`src/source/cnnGeomPkg.sv`:
```
package cnnGeomPkg;

    // input image side
    localparam int imgSize = 8;

    // convolution kernel side and tap count
    localparam int kerSize = 3;
    localparam int kerTaps = kerSize * kerSize;

    // valid convolution only, no padding
    localparam int convSize = imgSize - kerSize + 1;

    // pooling window side, equal to its stride
    localparam int poolStep = 2;
    localparam int poolSize = convSize / poolStep;

    // bias sits right after the last tap in the coefficient space
    localparam int biasAddr = kerTaps;

endpackage
```
`src/source/cnnDataPkg.sv`:
```
package cnnDataPkg;

    import cnnGeomPkg::*;

    // datapath widths
    localparam int pixW = 8;
    localparam int coefW = 8;
    localparam int biasW = 16;
    localparam int accW = 20;

    // map row and column index width
    localparam int posW = $clog2(convSize);

    typedef logic signed [pixW-1:0] pixel_t;
    typedef logic signed [coefW-1:0] coef_t;
    typedef logic signed [accW-1:0] acc_t;

    // index 0 is the top-left pixel, raster order after that
    typedef pixel_t [kerTaps-1:0] window_t;

    typedef struct packed {
        logic [posW-1:0] row;
        logic [posW-1:0] col;
        logic            lastInFrame;
    } mapPos_t;

    typedef struct packed {
        acc_t    value;
        mapPos_t pos;
    } convBeat_t;

    typedef struct packed {
        acc_t value;
        logic lastInFrame;
    } poolBeat_t;

endpackage

```
`src/source/convPoolTop.sv`:
```
`timescale 1ns/1ps

module convPoolTop
    import cnnDataPkg::*;
(
    input  logic        clk,
    input  logic        rst,
    input  logic        pixValid,
    input  pixel_t      pix,
    input  logic        coefWrite,
    input  logic [3:0]  coefAddr,
    input  logic [15:0] coefData,
    output logic        poolValid,
    output poolBeat_t   pool
);

    // window former to MAC
    logic    winValid;
    window_t win;
    mapPos_t winPos;

    // MAC to pooling
    logic      convValid;
    convBeat_t conv;

    lineWindow uLineWindow (
        .clk      (clk),
        .rst      (rst),
        .pixValid (pixValid),
        .pix      (pix),
        .winValid (winValid),
        .win      (win),
        .winPos   (winPos)
    );

    convMac uConvMac (
        .clk       (clk),
        .rst       (rst),
        .coefWrite (coefWrite),
        .coefAddr  (coefAddr),
        .coefData  (coefData),
        .winValid  (winValid),
        .win       (win),
        .winPos    (winPos),
        .convValid (convValid),
        .conv      (conv)
    );

    maxPool uMaxPool (
        .clk       (clk),
        .rst       (rst),
        .convValid (convValid),
        .conv      (conv),
        .poolValid (poolValid),
        .pool      (pool)
    );

endmodule

```
`src/source/maxPool.sv`:
```
`timescale 1ns/1ps

module maxPool
    import cnnGeomPkg::*;
    import cnnDataPkg::*;
(
    input  logic      clk,
    input  logic      rst,
    input  logic      convValid,
    input  convBeat_t conv,
    output logic      poolValid,
    output poolBeat_t pool
);

    typedef logic [$clog2(poolSize)-1:0] poolIdx_t;

    // column-pair maxima from the first row of each pooling block
    acc_t partial [poolSize];

    // first value of the current column pair
    acc_t pairHold;

    acc_t     pairBest;
    poolIdx_t pairIdx;
    logic     pairRowEnd;
    logic     pairColEnd;

    function automatic acc_t maxOf(acc_t a, acc_t b);
        // signed compare
        return (a > b) ? a : b;
    endfunction

    always_comb begin
        pairRowEnd = (int'(conv.pos.row) % poolStep) == poolStep - 1;
        pairColEnd = (int'(conv.pos.col) % poolStep) == poolStep - 1;
        pairIdx = poolIdx_t'(int'(conv.pos.col) / poolStep);
        pairBest = maxOf(pairHold, conv.value);
    end

    always_ff @(posedge clk) begin
        if (rst) begin
            poolValid <= 1'b0;
        end else begin
            // fires on the last beat of each 2x2 block
            poolValid <= convValid && pairRowEnd && pairColEnd;
        end
    end

    always_ff @(posedge clk) begin
        if (convValid) begin
            if (!pairColEnd) begin
                pairHold <= conv.value;
            end else if (!pairRowEnd) begin
                partial[pairIdx] <= pairBest;
            end else begin
                // merge with the stored upper pair
                pool.value <= maxOf(pairBest, partial[pairIdx]);
                pool.lastInFrame <= conv.pos.lastInFrame;
            end
        end
    end

endmodule

```
`src/source/convMac.sv`:
```
`timescale 1ns/1ps

module convMac
    import cnnGeomPkg::*;
    import cnnDataPkg::*;
(
    input  logic        clk,
    input  logic        rst,
    input  logic        coefWrite,
    input  logic [3:0]  coefAddr,
    input  logic [15:0] coefData,
    input  logic        winValid,
    input  window_t     win,
    input  mapPos_t     winPos,
    output logic        convValid,
    output convBeat_t   conv
);

    typedef logic signed [pixW+coefW-1:0] prod_t;

    // kernel taps in window order, plus bias
    coef_t kernel [kerTaps];
    logic signed [biasW-1:0] bias;

    // products stage
    prod_t   prod [kerTaps];
    logic    prodValid;
    mapPos_t prodPos;

    acc_t sum;

    // coefficient writes by address
    always_ff @(posedge clk) begin
        if (coefWrite) begin
            for (int k = 0; k < kerTaps; k++) begin
                if (coefAddr == 4'(k)) begin
                    // taps take the low byte
                    kernel[k] <= coefData[coefW-1:0];
                end
            end
            if (coefAddr == 4'(biasAddr)) begin
                bias <= coefData;
            end
        end
    end

    // stage 1, nine signed products
    always_ff @(posedge clk) begin
        if (rst) begin
            prodValid <= 1'b0;
        end else begin
            prodValid <= winValid;
        end
    end

    always_ff @(posedge clk) begin
        if (winValid) begin
            for (int k = 0; k < kerTaps; k++) begin
                prod[k] <= win[k] * kernel[k];
            end
            prodPos <= winPos;
        end
    end

    // adder tree with bias, everything sign extended to acc width
    always_comb begin
        sum = acc_t'(bias);
        for (int k = 0; k < kerTaps; k++) begin
            sum = sum + acc_t'(prod[k]);
        end
    end

    // stage 2
    always_ff @(posedge clk) begin
        if (rst) begin
            convValid <= 1'b0;
        end else begin
            convValid <= prodValid;
        end
    end

    always_ff @(posedge clk) begin
        if (prodValid) begin
            conv.value <= sum;
            conv.pos <= prodPos;
        end
    end

endmodule

```
`src/source/lineWindow.sv`:
```
`timescale 1ns/1ps

module lineWindow
    import cnnGeomPkg::*;
    import cnnDataPkg::*;
(
    input  logic    clk,
    input  logic    rst,
    input  logic    pixValid,
    input  pixel_t  pix,
    output logic    winValid,
    output window_t win,
    output mapPos_t winPos
);

    typedef logic [$clog2(imgSize)-1:0] imgIdx_t;

    // the two previous image rows, indexed by column
    pixel_t rowBufNear [imgSize];
    pixel_t rowBufFar  [imgSize];

    // raster position of the incoming pixel
    imgIdx_t row;
    imgIdx_t col;

    // column entering the window, top to bottom
    pixel_t  newCol [kerSize];
    logic    fullWin;
    mapPos_t nextPos;

    always_comb begin
        newCol[0] = rowBufFar[col];
        newCol[1] = rowBufNear[col];
        newCol[2] = pix;

        fullWin = (row >= imgIdx_t'(kerSize - 1)) && (col >= imgIdx_t'(kerSize - 1));

        // window anchor is the top-left corner
        nextPos.row = posW'(row - imgIdx_t'(kerSize - 1));
        nextPos.col = posW'(col - imgIdx_t'(kerSize - 1));
        nextPos.lastInFrame = (nextPos.row == posW'(convSize - 1)) &&
                              (nextPos.col == posW'(convSize - 1));
    end

    // position counters, wrap after the last pixel of a frame
    always_ff @(posedge clk) begin
        if (rst) begin
            row <= '0;
            col <= '0;
            winValid <= 1'b0;
        end else begin
            winValid <= pixValid && fullWin;
            if (pixValid) begin
                if (col == imgIdx_t'(imgSize - 1)) begin
                    col <= '0;
                    if (row == imgIdx_t'(imgSize - 1)) begin
                        row <= '0;
                    end else begin
                        row <= row + 1'b1;
                    end
                end else begin
                    col <= col + 1'b1;
                end
            end
        end
    end

    // row buffers and window shift
    always_ff @(posedge clk) begin
        if (pixValid) begin
            // age the column by one row
            rowBufFar[col] <= rowBufNear[col];
            rowBufNear[col] <= pix;

            for (int k = 0; k < kerSize; k++) begin
                for (int j = 0; j < kerSize - 1; j++) begin
                    win[k * kerSize + j] <= win[k * kerSize + j + 1];
                end
                win[k * kerSize + kerSize - 1] <= newCol[k];
            end

            // only meaningful together with winValid
            winPos <= nextPos;
        end
    end

endmodule

```
`config.mk`:
```
export PLATFORM = sky130hd
export DESIGN_NAME = convPoolTop
export DESIGN_NICKNAME = d
export VERILOG_FILES = /design/src/source/cnnGeomPkg.sv /design/src/source/cnnDataPkg.sv /design/src/source/convPoolTop.sv /design/src/source/maxPool.sv /design/src/source/convMac.sv /design/src/source/lineWindow.sv
export SDC_FILE = /design/constraint.sdc
export NUM_CORES = 2
export LEC_CHECK = 0
export BUFFER_PORTS_ARGS = -buffer_cell sky130_fd_sc_hd__buf_2
export CAP_MARGIN = 20
export CORE_ASPECT_RATIO = 1.1
export CORE_MARGIN = 4
export CORE_UTILIZATION = 54
export DETAILED_ROUTE_END_ITERATION = 16
export HOLD_SLACK_MARGIN = 0.05
export PLACE_DENSITY_LB_ADDON = 0.15
export SLEW_MARGIN = 20
export SYNTH_ARGS = -nofsm -noshare
export SYNTH_HDL_FRONTEND = slang
export SYNTH_HIERARCHICAL = 1
export SYNTH_SLANG_ARGS = --single-unit
```
`constraint.sdc`:
```
create_clock -name clk -period 4.85 [get_ports clk]
set_clock_uncertainty 0.1 [all_clocks]
set_input_delay 0.97 -clock clk [delete_from_list [all_inputs] [get_ports clk]]
set_output_delay 0.97 -clock clk [all_outputs]
set_load 0.02 [all_outputs]
```
Word-level counts from Yosys, hierarchy flattened
Memories as Yosys holds them, arrays and structs flattened. A register that Yosys moved wholly into a read port is not among the register bits.
Cells that the tools add are included.
{ "word_totals": {"inputBits": 32, "ramBits": 404, "output_inout_bits": 22, "memories": 5, "ff_bits": 166, "word_cells": 157} }
{ "classes": {"bitwise_logic": 1, "n_mul": 9, "n_mux": 66, "reduce_logical": 18, "n_eq_ne": 13, "magnitude_cmp": 4, "add_sub_neg": 13} }
{ "mem_list": {"columns": ["name", "words", "width", "read_ports", "rd_ports_with_merged_regs", "wr", "line_no", "source"], "rows": [
  ["uConvMac.prod", 9, 16, 9, 0, 9, "convMac.sv:26", "prod_t prod [kerTaps];"],
  ["uConvMac.kernel", 9, 8, 9, 0, 1, "convMac.sv:22", "coef_t kernel [kerTaps];"],
  ["uLineWindow.rowBufFar", 8, 8, 1, 1, 1, "lineWindow.sv:20", "pixel_t rowBufFar [imgSize];"],
  ["uLineWindow.rowBufNear", 8, 8, 1, 1, 1, "lineWindow.sv:19", "pixel_t rowBufNear [imgSize];"],
  ["uMaxPool.partial", 3, 20, 1, 1, 1, "maxPool.sv:18", "acc_t partial [poolSize];"]
]} }
{ "ops": {"columns": ["operator", "n"], "rows": [
  ["8-bit by 8-bit multiplier with 16-bit output", 9],
  ["20-bit by 16-bit adder with 20-bit output", 7],
  ["8-bit 2-to-1 mux", 8],
  ["8-bit OR reduction", 8],
  ["1-bit 2-to-1 mux", 43],
  ["20-bit greater-than comparator", 2],
  ["20-bit 2-to-1 mux", 2],
  ["4-bit 2-to-1 mux", 8],
  ["17-bit by 16-bit adder with 18-bit output", 1],
  ["16-bit by 16-bit adder with 17-bit output", 1],
  ["4-bit by 3-bit equality test with 1-bit output, second input constant", 4],
  ["3-bit equality test, second input constant", 4],
  ["3-bit 2-to-1 mux", 4],
  ["4-bit by 2-bit equality test with 1-bit output, second input constant", 2],
  ["4-bit equality test, second input constant", 2],
  ["3-bit by 1-bit adder with 3-bit output, second input constant", 2],
  ["3-bit by 2-bit greater-or-equal comparator with 1-bit output, second input constant", 2],
  ["2-bit AND reduction", 3],
  ["3-bit by 2-bit subtractor with 3-bit output, second input constant", 2],
  ["1-bit logical AND", 5],
  ["4-bit by 1-bit equality test with 1-bit output, second input constant", 1],
  ["4-bit logical NOT", 1],
  ["3-bit AND reduction", 1],
  ["2-bit 2-to-1 mux", 1],
  ["1-bit inverter", 1]
]} }

Depth between registers and ports, before layout
{ "depth": {"word_depth": 13, "ltp_mapped": 19, "depth_no_buf": 17} }

Modules after synthesis
Netlist, hierarchy kept.
{ "by_module_without_submodules": {"columns": ["module", "seq_area_each_um2", "cells_per_inst", "area_per_inst_um2", "instances"], "rows": [
  ["convMac", 8027.7, 3146, 34271.6, 1],
  ["lineWindow", 6416.2, 324, 7856.3, 1],
  ["maxPool", 3052.9, 366, 5007.3, 1]
]} }

Least setup slack after synthesis
No wires, ideal clock.
{ "synth_timing": {"path_kind": "register to register", "startpoint": "memory uConvMac/prod[0][82] (netlist bit)", "endpoint": "register uConvMac/conv[26] (netlist name)", "t_required_ns": 4.574, "stages_incl_launch_ff": 15, "setup_time_ns": 0.176, "arrival_time_ns": 4.526, "setup_slack_ns": 0.048, "period_less_slack_ns": 4.802, "n_path_buf": 0, "path_cell_list": "edfxtp_1 > fa_1 > fa_1 > fa_1 > inv_1 > fa_1 > inv_1 > fa_1 > fa_1 > a211oi_1 > o21bai_1 > nand2_2 > a21boi_2 > o41a_1 > o311ai_2"} }
{ "synth_rtl": {"columns": ["item", "line_no"], "rows": [
  ["start: declaration", "convMac.sv:26"]
]} }

==> metrics.md <==
| Metric | Value |
|---|---|
| Clock Sinks | `581` |
| Reg2Reg Setup Slack | `-20 ps` |
| Die area | `91,730 sq um` |
| Worst-Skew Late Latency | `610 ps` |
| Sequential cell area | `17,320 sq um` |
| Crit path capture | `uConvMac/conv[26]$_DFFE_PP_` |
| Hpwl dp | `81,910 um` |
| Relative slew slack | `19.69%` |
| RSZ-0062 raised after global routing | `yes` |
| VDD IR-drop max | `0.3185 mV` |
| Num CTS Buffers | `66` |
| Worst setup EP type | `flop` |
| Post-route ant nets | `0` |
| Slew Viols, Final | `0` |
| Vias | `27,910` |
| CTS Root Buffer Type | `clkbuf_16` |
| Largest net degree at the start of global routing | `151` |
| Fill count | `6,885` |
| MaxCap Viol Count | `0` |
| CP arrival | `5190 ps` |
| DR vias/cell | `5.212` |
| Yosys warns | `6` |
| Nets | `5,149` |
| Share of cells above drive strength 1 | `12.27%` |
| Crit Path Class | `flop to flop` |
| DR pass1 iterations | `5` |
| Drt total wl | `104,800 um` |
| Startpoint types | `flop` |
| Synthesized Nets | `4,823` |
| Most frequent cells in the layout | `inv_1 (813), fa_1 (623), edfxtp_1 (568), and2_1 (346), ha_1 (323)` |
| Status | `finished, violations left` |
| Lkg Pwr | `22.97 nW` |
| Power per standard cell area | `416.1 nW/um^2` |
| Routed len/inst | `19.57 um` |
| Combined area of the multi-input logic cells | `26,810 sq um` |
| Clock-pin slew on the worst setup and hold paths | `60 ps` |
| # rows | `113` |
| Crit-path max FO | `4` |
| Most common cell after layout, fill and taps aside | `inv_1` |
| Max frequency | `205.3 MHz` |
| Area grow syn2layout | `12.78%` |
| Post-route cell area | `52,950 sq um` |
| Worst r2r path cells | `14` |
| GRT Overall Usage | `23.65%` |
| Mapped Area | `46,950 sq um` |
| Die width | `289.1 um` |
| Initial DRC Count | `1,701` |
| First-pass GRT wire length | `165,300 um` |
| Failing checks | `setup timing` |
| Setup violations, final | `1` |
| RR Endpoint | `uConvMac/conv[26]$_DFFE_PP_` |
| Overflow after GRT | `0` |
| Crit-path cells | `fa_1 > inv_1 > fa_1 > fa_1 > inv_1 > fa_1 > inv_1 > fa_1 > inv_1 > ha_1 > a21oi_1 > o21bai_1 > o41a_1 > o311ai_2` |
| Ports | `54` |
| Placed cell area | `50,120 sq um` |
| Fin worst setup slack | `-21.71 ps` |
| Max clock buf depth | `3` |
| Average size of a mapped cell | `12.26 sq um` |
| Setup TNS | `-21.71 ps` |
| Slowest stage cell, crit path | `fa_1` |
| Post-route DRC | `0` |
| Min Tclk post-route | `4872 ps` |
| Worst Tran Pin Value | `1200 ps` |
| I/O Buffers | `53` |
| HP Class | `flop to flop` |
| Reg-to-reg critical path startpoint | `uConvMac/prod[0][47]$_DFFE_PP_` |
| Starting Density | `54.44%` |
| Critical path launch point | `uConvMac/prod[0][47]$_DFFE_PP_` |
| CP most frequent cell | `fa_1` |
| # hold bufs at CTS | `0` |
| Gpl congestion | `0.8881` |
| Die height | `317.3 um` |
| Number of global-route vias before repair | `29,320` |
| H-tree depth | `3` |
| CTS tree | `yes` |
| Hold Fails Final Rpt | `0` |
| Final Cycle Share | `100.4%` |
| Slowest stage delay, CP | `590 ps` |
| Mapped Cells | `3,829` |
| Crit path required time | `5170 ps` |
| Core area | `86,250 sq um` |
| Initial antenna violation count | `10` |
==> worst min path at each step <==
stage,start,cells past startpoint,slack [ps],end
floorplan,uConvMac/prodPos[0]$_DFFE_PP_,0,300,uConvMac/conv[0]$_DFFE_PP_
global placement,uConvMac/prodPos[1]$_DFFE_PP_,0,300,uConvMac/conv[1]$_DFFE_PP_
detailed placement,uConvMac/prodPos[2]$_DFFE_PP_,0,310,uConvMac/conv[2]$_DFFE_PP_
CTS,uConvMac/prodPos[2]$_DFFE_PP_,0,320,uConvMac/conv[2]$_DFFE_PP_
global route,uConvMac/prodPos[2]$_DFFE_PP_,0,340,uConvMac/conv[2]$_DFFE_PP_
finish,uConvMac/prodPos[2]$_DFFE_PP_,0,320,uConvMac/conv[2]$_DFFE_PP_
==> power by group <==
| part | leakage (nW) | internal [mW] | switching, mW |
|---|---|---|---|
| registers | 5.29 | 6.15 | 0.120 |
| clock network | 1.06 | 2.92 | 2.07 |
| logic | 16.6 | 4.72 | 6.05 |
==> timing repair <==
action                                  CTS  global route
resized for setup                        16            82
setup buffers                             3            22
cloned                                    0             1
endpoints found under the setup margin   28            45
pin swaps                                17            32
==> per-layer routing <==
layer | share of wire (%) | wire length [um] | track usage [%] | up-vias
met1 | 45 | 46710 | 33.17 | 14180
li1 | - | - | - | 13050
met2 | 48 | 50500 | 39.02 | 548
met3 | 4.8 | 4979 | 3.835 | 125
met5 | 0.043 | 45 | 0 | -
met4 | 2.5 | 2571 | 6.059 | 8
==> per-stage QoR <==
stage / hold WS, ps / std cells / util [%] / total power [mW] / setup WS [ps]
final: 319.8 / 5356 / 61.40 / 22.03 / -21.71
after global routing: 335.2 / 5355 / 61.40 / 23.74 / -147.2
after CTS: 319.1 / 5333 / 60.79 / 21.98 / -114.0
after detailed placement: 307.2 / 5212 / 58.12 / 16.85 / -313.6
after global placement: 301.0 / 5212 / 58.12 / 16.73 / -239.2
after floorplan: 300.3 / 3829 / - / 13.52 / 48.19
==> registers in the layout, indices dropped and copies added (netlist names), named ones only <==
signal,count
uConvMac/conv,25
uLineWindow/winValid,1
uLineWindow/rowBufNear,64
uConvMac/bias,16
uConvMac/prod,144
uLineWindow/win,72
uLineWindow/col,3
uLineWindow/row,3
uConvMac/prodValid,1
uMaxPool/partial,60
uMaxPool/poolValid,1
uMaxPool/pool,21
uLineWindow/winPos,5
uConvMac/prodPos,5
uMaxPool/pairHold,20
uConvMac/kernel,72
uConvMac/convValid,1
uLineWindow/rowBufFar,64
==> final cells by class <==
class                      count  share of cell area [%]
tap                         1150                   2.717
clock inverter                37                  0.7986
sequential                   581                   32.71
inverter                     820                   5.813
multi-input combinational   2398                   50.64
antenna                        1                0.004726
clock buffer                  81                   3.362
timing repair buffer         288                   3.960
==> worst max-delay path: cells and delay by family, from the launching register on <==
family | cells | cell delay, ps
adder cells (fa/ha/maj) | 6 | 2900
buffers and inverters | 4 | 240
AO/OA/AOI/OAI | 4 | 990
flip-flops | 1 | 490
(Power assumes the default switching activity.)
